`config.mk`:
```
export PLATFORM = sky130hd
export DESIGN_NAME = membridge_top
export DESIGN_NICKNAME = d
export VERILOG_FILES = /design/src/hdl/membridge_pkg.sv /design/src/hdl/membridge_regs.sv /design/src/hdl/burst_addr_gen.sv /design/src/hdl/wdata_streamer.sv /design/src/hdl/membridge_top.sv
export SDC_FILE = /design/constraint.sdc
export NUM_CORES = 1
export LEC_CHECK = 0
export BUFFER_PORTS_ARGS = -buffer_cell sky130_fd_sc_hd__buf_2
export CORE_MARGIN = 2
export CORE_UTILIZATION = 58
export DETAILED_ROUTE_END_ITERATION = 12
export PLACE_DENSITY = 0.82
export SLEW_MARGIN = 10
export SYNTH_ARGS = -nofsm -noshare
export SYNTH_HDL_FRONTEND = slang
export SYNTH_SLANG_ARGS = --single-unit
export TNS_END_PERCENT = 100
```
`constraint.sdc`:
```
create_clock -name hclk -period 7.9 [get_ports hclk]
set_input_delay 0.395 -clock hclk [delete_from_list [all_inputs] [get_ports hclk]]
set_output_delay 0.395 -clock hclk [all_outputs]
set_load 0.02 [all_outputs]
```
`src/hdl/membridge_pkg.sv`:
```
/* Shared widths, AXI4-Lite register map and bundle types of the stream-to-memory bridge.
   Imported by every RTL module of the bridge. */
package membridge_pkg;

    localparam int WORD_ADDR_W           = 29;   // 64-bit word addresses and counts
    localparam int BYTE_ADDR_W           = 32;   // AXI byte address
    localparam int DATA_W                = 64;   // stream and W beat width
    localparam int BURST_MAX             = 16;   // beats in a full burst
    localparam int BLEN_W                = 4;    // awlen field, beats minus one
    localparam int MAX_OUTSTANDING_WORDS = 64;   // issued but not yet confirmed by B
    localparam int OUTST_W               = 8;
    localparam int BQ_DEPTH              = 4;    // burst length queues
    localparam int BQ_PTR_W              = $clog2(BQ_DEPTH);
    localparam int AXIL_ADDR_W           = 8;
    localparam int AXIL_DATA_W           = 32;

    // AXI4-Lite byte offsets
    localparam logic [AXIL_ADDR_W-1:0] REG_CTRL    = 8'h00; // bit0 enable, bit1 start, bit2 reset addr
    localparam logic [AXIL_ADDR_W-1:0] REG_STATUS  = 8'h04; // read only, bit0 busy, bit1 done
    localparam logic [AXIL_ADDR_W-1:0] REG_LO_ADDR = 8'h08; // region base in words
    localparam logic [AXIL_ADDR_W-1:0] REG_SIZE    = 8'h0C; // region size in words
    localparam logic [AXIL_ADDR_W-1:0] REG_START   = 8'h10; // start offset from base
    localparam logic [AXIL_ADDR_W-1:0] REG_LEN     = 8'h14; // transfer length in words

    typedef struct packed {
        logic [WORD_ADDR_W-1:0] lo_addr;
        logic [WORD_ADDR_W-1:0] size;
        logic [WORD_ADDR_W-1:0] start_ofs;
        logic [WORD_ADDR_W-1:0] len;
        logic                   reset_addr; // restart from start_ofs on start
    } xfer_cfg_t;

    typedef struct packed {
        logic [BYTE_ADDR_W-1:0] addr;
        logic [BLEN_W-1:0]      len;        // beats minus one
    } burst_req_t;

    typedef struct packed {
        logic [AXIL_ADDR_W-1:0]   awaddr;
        logic                     awvalid;
        logic [AXIL_DATA_W-1:0]   wdata;
        logic [AXIL_DATA_W/8-1:0] wstrb;
        logic                     wvalid;
        logic                     bready;
        logic [AXIL_ADDR_W-1:0]   araddr;
        logic                     arvalid;
        logic                     rready;
    } axil_req_t;

    typedef struct packed {
        logic                   awready;
        logic                   wready;
        logic                   bvalid;
        logic [1:0]             bresp;
        logic                   arready;
        logic                   rvalid;
        logic [AXIL_DATA_W-1:0] rdata;
        logic [1:0]             rresp;
    } axil_rsp_t;

endpackage

```
`src/hdl/membridge_regs.sv`:
```
/* AXI4-Lite slave holding the transfer configuration, the enable and start controls
   and the busy/done status of the bridge. */
`timescale 1ns/1ps
module membridge_regs (
    input  logic                     hclk,
    input  logic                     rst,
    input  membridge_pkg::axil_req_t axil_i,
    output membridge_pkg::axil_rsp_t axil_o,
    input  logic                     busy_i,
    input  logic                     done_i,   // one-cycle pulse from the address generator
    output membridge_pkg::xfer_cfg_t cfg_o,
    output logic                     enable_o,
    output logic                     start_o   // one-cycle pulse
);
    import membridge_pkg::*;

    logic                   wr_hs;      // aw and w accepted together
    logic                   b_pend;     // write done, response goes out next cycle
    logic                   bvalid_r;
    logic                   rvalid_r;
    logic [AXIL_DATA_W-1:0] rdata_r;
    logic [AXIL_DATA_W-1:0] wr_word;    // addressed register after byte strobes
    logic                   done_r;     // sticky done for status

    function automatic logic [AXIL_DATA_W-1:0] reg_value(input logic [AXIL_ADDR_W-1:0] addr);
        logic [AXIL_DATA_W-1:0] v;
        v = '0;
        case (addr)
            REG_CTRL:    v = {29'b0, cfg_o.reset_addr, 1'b0, enable_o}; // start reads 0
            REG_STATUS:  v = {30'b0, done_r, busy_i};
            REG_LO_ADDR: v = AXIL_DATA_W'(cfg_o.lo_addr);
            REG_SIZE:    v = AXIL_DATA_W'(cfg_o.size);
            REG_START:   v = AXIL_DATA_W'(cfg_o.start_ofs);
            REG_LEN:     v = AXIL_DATA_W'(cfg_o.len);
            default:     v = '0;
        endcase
        return v;
    endfunction

    function automatic logic [AXIL_DATA_W-1:0] merge_strb(
        input logic [AXIL_DATA_W-1:0]   old_v,
        input logic [AXIL_DATA_W-1:0]   new_v,
        input logic [AXIL_DATA_W/8-1:0] strb
    );
        logic [AXIL_DATA_W-1:0] v;
        v = old_v;
        for (int i = 0; i < AXIL_DATA_W/8; i++) begin
            if (strb[i]) begin
                v[8*i +: 8] = new_v[8*i +: 8]; // byte lane taken from wdata
            end
        end
        return v;
    endfunction

    assign wr_hs   = axil_i.awvalid && axil_i.wvalid && !b_pend && !bvalid_r;
    assign wr_word = merge_strb(reg_value(axil_i.awaddr), axil_i.wdata, axil_i.wstrb);

    assign axil_o.awready = wr_hs;    // both channels accepted in the same cycle
    assign axil_o.wready  = wr_hs;
    assign axil_o.bvalid  = bvalid_r;
    assign axil_o.bresp   = 2'b00;    // always okay
    assign axil_o.arready = !rvalid_r;
    assign axil_o.rvalid  = rvalid_r;
    assign axil_o.rdata   = rdata_r;
    assign axil_o.rresp   = 2'b00;

    always_ff @(posedge hclk or posedge rst) begin
        if (rst) begin
            cfg_o    <= '0;
            enable_o <= 1'b0;
            start_o  <= 1'b0;
            b_pend   <= 1'b0;
            bvalid_r <= 1'b0;
            rvalid_r <= 1'b0;
            done_r   <= 1'b0;
        end else begin
            start_o <= 1'b0;
            if (wr_hs) begin
                case (axil_i.awaddr)
                    REG_CTRL: begin
                        enable_o         <= wr_word[0];
                        cfg_o.reset_addr <= wr_word[2];
                        start_o          <= wr_word[1] && wr_word[0]; // start needs enable
                    end
                    REG_LO_ADDR: begin
                        cfg_o.lo_addr   <= {wr_word[WORD_ADDR_W-1:4], 4'h0}; // 16-word aligned
                        cfg_o.start_ofs <= '0;                               // new base, restart at 0
                    end
                    REG_SIZE:  cfg_o.size      <= {wr_word[WORD_ADDR_W-1:4], 4'h0};
                    REG_START: cfg_o.start_ofs <= {wr_word[WORD_ADDR_W-1:4], 4'h0};
                    REG_LEN:   cfg_o.len       <= wr_word[WORD_ADDR_W-1:0]; // any length
                    default: ;
                endcase
            end

            b_pend <= wr_hs;
            if (b_pend) begin
                bvalid_r <= 1'b1;                  // 2 cycles after the handshake
            end else if (axil_i.bready) begin
                bvalid_r <= 1'b0;
            end

            if (axil_i.arvalid && !rvalid_r) begin
                rvalid_r <= 1'b1;
            end else if (axil_i.rready) begin
                rvalid_r <= 1'b0;
            end

            if (!enable_o || start_o) begin
                done_r <= 1'b0;                    // disabling or restarting clears done
            end else if (done_i) begin
                done_r <= 1'b1;
            end
        end
    end

    always_ff @(posedge hclk) begin
        if (axil_i.arvalid && !rvalid_r) begin
            rdata_r <= reg_value(axil_i.araddr);
        end
    end

endmodule

```
`src/hdl/burst_addr_gen.sv`:
```
/* Issues AXI write bursts over a circular memory region and tracks words awaiting
   a write response, signalling busy and done for the whole transfer. */
`timescale 1ns/1ps
module burst_addr_gen (
    input  logic                      hclk,
    input  logic                      rst,
    input  membridge_pkg::xfer_cfg_t  cfg_i,
    input  logic                      enable_i,
    input  logic                      start_i,
    output membridge_pkg::burst_req_t aw_o,
    output logic                      awvalid_o,
    input  logic                      awready_i,
    input  logic                      bvalid_i,
    input  logic                      bq_full_i,   // streamer cannot take another length
    output logic                      busy_o,
    output logic                      done_o       // one-cycle pulse
);
    import membridge_pkg::*;

    logic                   active;
    logic [WORD_ADDR_W-1:0] rel_addr;   // offset from lo_addr
    logic [WORD_ADDR_W-1:0] left;       // words not yet issued
    logic                   last_r;     // issued burst is the partial tail
    logic                   roll_r;     // issued burst sits in the final block
    logic [OUTST_W-1:0]     outst;      // words waiting for B
    logic [OUTST_W-1:0]     aw_words;
    logic [OUTST_W-1:0]     b_words;
    logic [BLEN_W-1:0]      cq_mem [BQ_DEPTH]; // lengths awaiting B, oldest first
    logic [BQ_PTR_W-1:0]    cq_wr;
    logic [BQ_PTR_W-1:0]    cq_rd;
    logic                   aw_hs;
    logic                   can_issue;
    logic                   tail;       // fewer than 16 words left

    assign tail      = (left[WORD_ADDR_W-1:4] == '0);
    assign aw_hs     = awvalid_o && awready_i;
    assign aw_words  = OUTST_W'(aw_o.len) + OUTST_W'(1);
    assign b_words   = bvalid_i ? OUTST_W'(cq_mem[cq_rd]) + OUTST_W'(1) : '0;
    assign can_issue = active && enable_i && !start_i && !awvalid_o && (left != '0) &&
                       !bq_full_i &&
                       (outst <= OUTST_W'(MAX_OUTSTANDING_WORDS - BURST_MAX));

    assign busy_o = active;
    assign done_o = active && !start_i && !awvalid_o && (left == '0) && (outst == '0);

    always_ff @(posedge hclk or posedge rst) begin
        if (rst) begin
            active    <= 1'b0;
            awvalid_o <= 1'b0;
            rel_addr  <= '0;
            left      <= '0;
            last_r    <= 1'b0;
            roll_r    <= 1'b0;
            outst     <= '0;
            cq_wr     <= '0;
            cq_rd     <= '0;
        end else begin
            if (start_i) begin
                active <= 1'b1;
            end else if (done_o) begin
                active <= 1'b0;
            end

            if (start_i) begin
                left <= cfg_i.len;
                if (cfg_i.reset_addr) begin
                    rel_addr <= cfg_i.start_ofs;   // else continue from current address
                end
            end else if (aw_hs) begin
                if (last_r) begin
                    rel_addr <= rel_addr + WORD_ADDR_W'(left[3:0]);
                    left     <= '0;
                end else begin
                    rel_addr <= roll_r ? '0 : rel_addr + WORD_ADDR_W'(BURST_MAX);
                    left     <= left - WORD_ADDR_W'(BURST_MAX);
                end
            end

            if (can_issue) begin
                awvalid_o <= 1'b1;
                last_r    <= tail;
                roll_r    <= (rel_addr == cfg_i.size - WORD_ADDR_W'(BURST_MAX));
            end else if (aw_hs) begin
                awvalid_o <= 1'b0;
            end

            outst <= outst + (aw_hs ? aw_words : '0) - b_words;
            if (aw_hs) begin
                cq_wr <= cq_wr + 1'b1;
            end
            if (bvalid_i) begin
                cq_rd <= cq_rd + 1'b1;             // one B per burst, in order
            end
        end
    end

    always_ff @(posedge hclk) begin
        if (can_issue) begin
            aw_o.addr <= {cfg_i.lo_addr + rel_addr, 3'b000}; // words to bytes
            aw_o.len  <= tail ? left[3:0] - 1'b1 : BLEN_W'(BURST_MAX - 1);
        end
        if (aw_hs) begin
            cq_mem[cq_wr] <= aw_o.len;
        end
    end

endmodule

```
`src/hdl/wdata_streamer.sv`:
```
/* Passes stream words onto the AXI W channel, one burst per queued length,
   and marks the final beat of each burst with wlast. */
`timescale 1ns/1ps
module wdata_streamer (
    input  logic                                hclk,
    input  logic                                rst,
    input  logic                                push_i,      // aw handshake
    input  logic [membridge_pkg::BLEN_W-1:0]    push_len_i,  // beats minus one
    output logic                                bq_full_o,
    input  logic [membridge_pkg::DATA_W-1:0]    word_i,
    input  logic                                word_valid_i,
    output logic                                word_ready_o,
    output logic [membridge_pkg::DATA_W-1:0]    wdata_o,
    output logic                                wvalid_o,
    input  logic                                wready_i,
    output logic                                wlast_o
);
    import membridge_pkg::*;

    logic [BLEN_W-1:0]   lq_mem [BQ_DEPTH]; // burst lengths, oldest first
    logic [BQ_PTR_W-1:0] lq_wr;
    logic [BQ_PTR_W-1:0] lq_rd;
    logic [BQ_PTR_W:0]   lq_cnt;
    logic [BLEN_W-1:0]   beat;             // beat index in current burst
    logic                queued;
    logic                beat_hs;
    logic                pop;

    assign queued       = (lq_cnt != '0);
    assign bq_full_o    = (lq_cnt == (BQ_PTR_W+1)'(BQ_DEPTH));
    assign wdata_o      = word_i;                 // no buffering
    assign wvalid_o     = queued && word_valid_i;
    assign word_ready_o = queued && wready_i;
    assign wlast_o      = queued && (beat == lq_mem[lq_rd]);
    assign beat_hs      = wvalid_o && wready_i;
    assign pop          = beat_hs && wlast_o;     // burst complete

    always_ff @(posedge hclk or posedge rst) begin
        if (rst) begin
            lq_wr  <= '0;
            lq_rd  <= '0;
            lq_cnt <= '0;
            beat   <= '0;
        end else begin
            if (push_i) begin
                lq_wr <= lq_wr + 1'b1;
            end
            if (pop) begin
                lq_rd <= lq_rd + 1'b1;
                beat  <= '0;
            end else if (beat_hs) begin
                beat <= beat + 1'b1;
            end
            lq_cnt <= lq_cnt + (BQ_PTR_W+1)'(push_i) - (BQ_PTR_W+1)'(pop);
        end
    end

    always_ff @(posedge hclk) begin
        if (push_i) begin
            lq_mem[lq_wr] <= push_len_i;
        end
    end

endmodule

```
`src/hdl/membridge_top.sv`:
```
/* Top level of the stream-to-memory bridge. Joins the AXI4-Lite register block,
   the burst address generator and the W channel streamer. */
`timescale 1ns/1ps
module membridge_top (
    input  logic                             hclk,
    input  logic                             rst,
    input  membridge_pkg::axil_req_t         axil_i,
    output membridge_pkg::axil_rsp_t         axil_o,
    input  logic [membridge_pkg::DATA_W-1:0] word_i,
    input  logic                             word_valid_i,
    output logic                             word_ready_o,
    output membridge_pkg::burst_req_t        aw_o,
    output logic                             awvalid_o,
    input  logic                             awready_i,
    output logic [membridge_pkg::DATA_W-1:0] wdata_o,
    output logic                             wvalid_o,
    output logic                             wlast_o,
    input  logic                             wready_i,
    input  logic                             bvalid_i    // bready tied high
);
    import membridge_pkg::*;

    xfer_cfg_t cfg;
    logic      enable;
    logic      start;
    logic      busy;
    logic      done;
    logic      bq_full;
    logic      aw_push;   // burst accepted, its length goes to the streamer

    assign aw_push = awvalid_o && awready_i;

    membridge_regs u_regs (
        .hclk     (hclk),
        .rst      (rst),
        .axil_i   (axil_i),
        .axil_o   (axil_o),
        .busy_i   (busy),
        .done_i   (done),
        .cfg_o    (cfg),
        .enable_o (enable),
        .start_o  (start)
    );

    burst_addr_gen u_addr_gen (
        .hclk      (hclk),
        .rst       (rst),
        .cfg_i     (cfg),
        .enable_i  (enable),
        .start_i   (start),
        .aw_o      (aw_o),
        .awvalid_o (awvalid_o),
        .awready_i (awready_i),
        .bvalid_i  (bvalid_i),
        .bq_full_i (bq_full),
        .busy_o    (busy),
        .done_o    (done)
    );

    wdata_streamer u_streamer (
        .hclk         (hclk),
        .rst          (rst),
        .push_i       (aw_push),
        .push_len_i   (aw_o.len),
        .bq_full_o    (bq_full),
        .word_i       (word_i),
        .word_valid_i (word_valid_i),
        .word_ready_o (word_ready_o),
        .wdata_o      (wdata_o),
        .wvalid_o     (wvalid_o),
        .wready_i     (wready_i),
        .wlast_o      (wlast_o)
    );

endmodule

```
**Yosys cells after proc, flatten, opt, wreduce, memory -nomap -nowiden**

Memory sizes are Yosys's and may differ from the RTL's.
Index checks and enable logic that the tools add are counted.

- Add/sub/neg operators: 17
- Order comparisons: 1
- Equality and inequality tests: 15
- Muxes and demuxes: 33
- Reduce and logical (&&, ||, !) cells: 51

Operators with widths:

| cell | count |
|---|---|
| 29-bit case mux with 6 select lines | 2 |
| 29-bit 2-to-1 mux | 8 |
| 29-bit case mux with 2 select lines | 1 |
| 29-bit by 5-bit subtractor with 29-bit output (second input constant) | 2 |
| 8-bit 2-to-1 mux | 5 |
| 8-bit by 4-bit == test with 1-bit output (second input constant) | 4 |
| 8-bit by 5-bit == test with 1-bit output (second input constant) | 4 |
| 29-bit adder | 1 |
| 29-bit by 4-bit adder with 29-bit output | 1 |
| 29-bit by 5-bit adder with 29-bit output (second input constant) | 1 |
| 29-bit == test | 1 |
| 29-bit logical NOT | 1 |
| 29-bit nonzero test | 1 |
| 25-bit logical NOT | 1 |
| 8-bit logical NOT | 3 |
| 1-bit logical AND | 21 |
| 8-bit by 3-bit == test with 1-bit output (second input constant) | 2 |
| 2-bit nonzero test | 8 |
| 1-bit 2-to-1 mux | 14 |
| 2-bit AND reduction | 6 |
| 4-bit by 1-bit adder with 5-bit output (second input constant) | 2 |
| 2-bit by 1-bit adder with 2-bit output (second input constant) | 4 |
| 8-bit adder | 1 |
| 8-bit by 6-bit less-or-equal comparator with 1-bit output (second input constant) | 1 |
| other kinds (15) | 22 |

- Bits in registers: 265
- Memory bits (writable): 32
- Bits of input ports: 127
- Memories kept: 2

Memory list:

| memory | depth | bits a word | read ports | clocked after Yosys merged registers in | write ports | RTL line | source |
|---|---|---|---|---|---|---|---|
| u_addr_gen.cq_mem | 4 | 4 | 1 | 0 | 1 | burst_addr_gen.sv:28 | `logic [BLEN_W-1:0] cq_mem [BQ_DEPTH];` |
| u_streamer.lq_mem | 4 | 4 | 1 | 0 | 1 | wdata_streamer.sv:20 | `logic [BLEN_W-1:0] lq_mem [BQ_DEPTH];` |

**Depth between registers and ports, before layout**

- Depth after elaboration: 7
- Depth in mapped cells: 14
- Depth with buffers taken out: 13

**Hierarchy**

From an unflattened synthesis, not the netlist that was laid out.

- Cell total of the unflattened synthesis: 1,893
- Area total of the unflattened synthesis: 18,447.7 µm²

Modules (own cells, without submodules):

| module | times used | cells each | area each (µm²) | seq. area each (µm²) |
|---|---|---|---|---|
| burst_addr_gen | 1 | 985 | 8,867.3 | 3,323.2 |
| membridge_regs | 1 | 747 | 7,782.5 | 3,648.5 |
| wdata_streamer | 1 | 160 | 1,791.7 | 755.7 |
| membridge_top | 1 | 1 | 6.3 | 0.0 |

**Worst setup path after synthesis**

OpenSTA, ideal clock, no wires.

- Kind: reg2reg
- Start point: reg u_addr_gen.cq_rd[0]
- End point: reg u_addr_gen.outst[7]
- Library setup time: 0.124 ns
- Arrival: 3.380 ns
- Data required time: 7.776 ns
- Slack: 4.396 ns
- Stages on the path, launching flop included: 14
- Clock period less this slack: 3.504 ns
- Cell sequence: dfrtp_1 -> clkbuf_1 -> mux4_2 -> ha_1 -> and2_1 -> fa_1 -> inv_1 -> ha_1 -> a21o_1 -> a21oi_1 -> o21bai_1 -> a21oi_1 -> o21ai_0 -> xnor2_1

- Word-level cells in the longest chain between the ends: 4

Ends and longest elaborated chain:

| item | RTL line | source |
|---|---|---|
| start: declaration | burst_addr_gen.sv:30 | `logic [BQ_PTR_W-1:0] cq_rd;` |
| start signal: assignment | burst_addr_gen.sv:92 | `cq_rd <= cq_rd + 1'b1;` |
| memory read 4 x 4 bit | n/a |  |
| 4-bit by 1-bit adder with 5-bit output | burst_addr_gen.sv:38 | `assign b_words = bvalid_i ? OUTST_W'(cq_mem[cq_rd]) + OUTST_W'(1) : '0;` |
| 8-bit 2-to-1 mux | burst_addr_gen.sv:38 |  |
| 8-bit subtractor | burst_addr_gen.sv:87 | `outst <= outst + (aw_hs ? aw_words : '0) - b_words;` |
| end signal: assignment | burst_addr_gen.sv:87 |  |
| end: declaration | burst_addr_gen.sv:25 | `logic [OUTST_W-1:0] outst;` |

Every way passes these cells.
A chain may end at the register's enable or synchronous reset.

**Worst setup path in the final report**

- Start point: reg u_addr_gen.awvalid_o
- End point: reg u_addr_gen.outst[7]

- Word-level cells in the longest chain between the ends: 4

Ends and longest elaborated chain:

| item | RTL line | source |
|---|---|---|
| start: declaration | burst_addr_gen.sv:11 | `output logic awvalid_o,` |
| start signal: assignment | burst_addr_gen.sv:49 | `awvalid_o <= 1'b0;` |
| start signal: assignment | burst_addr_gen.sv:80 | `awvalid_o <= 1'b1;` |
| start signal: assignment | burst_addr_gen.sv:84 | `awvalid_o <= 1'b0;` |
| 1-bit logical AND | burst_addr_gen.sv:36 | `assign aw_hs = awvalid_o && awready_i;` |
| 8-bit 2-to-1 mux | burst_addr_gen.sv:87 |  |
| 8-bit adder | burst_addr_gen.sv:87 |  |
| 8-bit subtractor | burst_addr_gen.sv:87 |  |

Every way passes these cells.

==> results.txt <==
- The run finished with clean final reports.
* Final setup viols: 0
- The worst path in the final design needs a cycle of 3970 ps, including I/O delays and setup.
- After layout, the worst path uses 50.2% of the clock period.
- Net total in the final layout: 1,910
- Per-instance average area after synthesis: 9.76 um^2
- In this run the static leakage power is 7.60 nW.
- Summing internal, switching and leakage power gives 4.03 mW.
- Top cells by count, synth: dfrtp_1 (196), a21oi_1 (141), nor2_1 (129)
* Share of the synthesized area in the top cell type: 29.3%
* Worst Clk Skew: just under 30 ps
- Along the worst path, the maximum fanout reaches 23.
* Initial cell density of the core: 58.7%
- Grt ovf: 0
* Buffers from clock root to sink, at most: 3
* Core Box Area: ~29,000 um^2
* Number of clock sinks seen by CTS: 290
- Total Negative Setup Slacks: 0 ps
* Post-route cell area: 18,100 um^2
* Switching power: 1.15 mW
- Main flop type after synthesis: dfrtp_1
* Largest net degree at the start of global routing: 125
- Via count of the first global-routing pass: 13,167
* Worst skew pair latency: 580 ps
- Vias per std cell: 6.49
- Once the clock tree was built, the resizer swapped 0 gates to a different size.
- After synthesis, the cell types taking the most area are dfrtp_1 (29%), edfxtp_1 (17%), a21oi_1 (4.2%).
- Number of enable-type register cells in the synthesized netlist: 94
- The first routing iteration left 1,675 violations.
- Combinational share of power: 19.4%
* Sequential area share after synthesis: 46.1%
* CTS tree: yes
* Vertical die dimension: 174 um
* Class of the most critical setup path: flop to flop
- Clock input transition at the sequential cells of the worst setup and hold paths: 60 ps
- Timing would allow up to roughly 250 MHz.
* Worst-margin pin slew: about 1100 ps
- Number of slew-limit violations in the final report: 0
* Wire length of the first global-routing pass: 71.1 mm
- The final count of hold timing violations is 0.
* Final standard cell count with taps included and fillers excluded: 2,129
- Number of antenna violations at the first check in global routing: 1
- Cell Area, Placed: 17,100 um^2
- For the worst setup path, the data arrival time is around 4400 ps.
* Htree depth: 1
- Count of distinct cell types in the synthesized netlist: 78
* Worst Path Required: 8350 ps
* Buffer type at the clock tree root: clkbuf_16
- Setup repair after global routing left no endpoint under its margin.
* Synth async-reset ratio: 67.6%
* Cells after Synth: 1,718
- Post-detail-place hpwl: about 32 mm
- Aggregate routed wire length: 45.4 mm
- Post-CTS setup buffers: 0
- Of the total power, the share spent switching nets is 28.6%.
- Compared with the post-synthesis result, the final layout area differs by 8.11%.
- The worst setup path is captured at a flop.
* Routability cong.: 0.905
- The routed layout has approximately 14,000 vias.
- Die Width: approximately 170 um
* Std cell rows: 62
- The die covers 30,300 um^2.
- Most area-hungry cell type in the Yosys netlist: dfrtp_1
- Cells with a size suffix above 1 make up 13.1% of the layout.
* Synthesized cell area: 16,800 um^2
* Internal power of the cells: 2.88 mW
- Number of port buffers: between 100 and 150
- Most common cell in the synthesized netlist: dfrtp_1
* Worst slew margin relative to its limit: 23.9%
* Count of unresolved DRC violations after routing: 0
- Counting flops and latches in the post-synthesis netlist gives a little under 300.
* Number of maximum-capacitance constraint violations: 0
- In this run, placement finished with an instance count of 2,069.
- The first detailed-routing pass ran for 6 iterations.
* Count of nets left with antenna violations after detail routing: 0
- Global routing used 29.6% of the available tracks.
* Cts bufs inserted: 31
- Routed wire per std cell: ~21 um
- Ys Warns: 0
- CTS hold repair buffers: 1
* I/O pin count: 272
- Max VDD drop: 0.163 mV
- Power density of the placed cells: 222 nW/um^2
- Critical path launch point type: flop
- Share of power burned in the clock network: 37.0%
- Type of the tightest min-delay check: primary input to async pin
* Proportion of power drawn by flip-flops and latches: 43.6%
## state kept, by name, summed over array words and instances, names as in the netlist, 2 cells and up
signal and cells:
u_regs.cfg_o 105, u_addr_gen.aw_o 33, u_addr_gen.left 29, u_addr_gen.rel_addr 29, u_regs.rdata_r 29, u_addr_gen.cq_mem 16
u_streamer.lq_mem 16, u_addr_gen.outst 8, u_streamer.beat 4, u_streamer.lq_cnt 3, u_addr_gen.cq_rd 2, u_addr_gen.cq_wr 2
u_streamer.lq_rd 2, u_streamer.lq_wr 2
## per-layer routing
layer	wire length, um	track usage (%)	vias to the layer above	share of wire (%)
met2	19700	43.6	845	43
li1	-	-	6202	-
met1	18200	42.0	6632	40
met4	1510	11.0	0	3.3
met3	5880	8.29	134	13
met5	0	0	-	0
## critical path: stages, from the launching register on
cell	delay, ps
dfrtp_1	480
nand2_1	440
inv_1	820
nand2_1	170
fa_1	570
inv_1	60
ha_1	290
a21o_1	180
a21oi_1	250
o21bai_1	90
a21oi_1	210
o21ai_0	150
xnor2_1	140
## per-stage QoR
stage	setup WS, ps	utilization (%)	hold WS [ps]
after detailed placement	3960	59.8	451
after floorplan	2160	-	421
after global routing	3670	63.5	75.5
after CTS	3960	63.5	63.4
after global placement	4000	59.8	433
final	3930	63.5	5.55
## layout by cell type, fill, tap and decap left out, types with 9 or more instances in the layout
cell and count:
dfrtp_1 195, a21oi_1 141, buf_2 130, nor2_1 128, o21ai_0 127, nand2_1 123
edfxtp_1 94, xnor2_1 66, inv_1 64, nand3_1 58, ha_1 56, mux2i_1 53
a22oi_1 36, clkbuf_16 33, nor3_1 31, o22ai_1 31, a211oi_1 30, a221oi_1 27
xor2_1 27, and3_1 21, a21o_1 18, nor4_1 17, nor2b_1 14, buf_4 12
a31oi_1 10, nand4_1 10, conb_1 10, or3_1 9, and2_1 9, mux2_2 9
## cell type report
type / count / area (um^2)
flip-flops and latches: 290 / 7730
fillers: 2278 / 10400
well taps: 384 / 480
clock inverters: 14 / 138
multi-input cells: 1188 / 7860
diodes: 1 / 2.50
clock buffers: 44 / 917
inverters: 65 / 251
repair buffers: 143 / 751
## worst paths after layout
| path | startpoint | end | slack, ps | cells past startpoint |
|---|---|---|---|---|
| hold reg to reg | u_regs.b_pend$_DFF_PP0_ | u_regs.bvalid_r$_DFFE_PP0P_ | 480 | 1 |
| min in group hclk | axil_i[10] | u_regs.bvalid_r$_DFFE_PP0P_ | 90 | 3 |
| hold / removal | rst | u_addr_gen.outst[1]$_DFF_PP0_ | 6 | 2 |
| max in group asynchronous | rst | u_addr_gen.left[16]$_DFFE_PP0P_ | 6420 | 3 |
| setup / recovery | u_addr_gen.awvalid_o$_DFFE_PP0P_ | u_addr_gen.outst[7]$_DFF_PP0_ | 3930 | 12 |
| setup reg to reg | u_addr_gen.awvalid_o$_DFFE_PP0P_ | u_addr_gen.outst[7]$_DFF_PP0_ | 3930 | 12 |
## power groups by stage
stage	clock, mW	sequential (mW)	combinational (mW)
final	1.49	1.75	0.781
after global routing	1.56	1.77	0.883
after CTS	1.50	1.75	0.786
after detailed placement	0	1.78	0.779
after global placement	0	1.77	0.749
after floorplan	0	1.74	0.682
## cells by family after synthesis
kind of cell,after synthesis,share of synthesized area [%]
buffers and inverters,249,7.41
adder cells (fa/ha/maj),64,5.13
AND/OR/NAND/NOR,462,13.4
AO/OA/AOI/OAI,489,18.3
flip-flops,290,46.1
other,1,0.0224
multiplexers,70,4.84
XOR/XNOR,93,4.86
(Power assumes the default switching activity.)
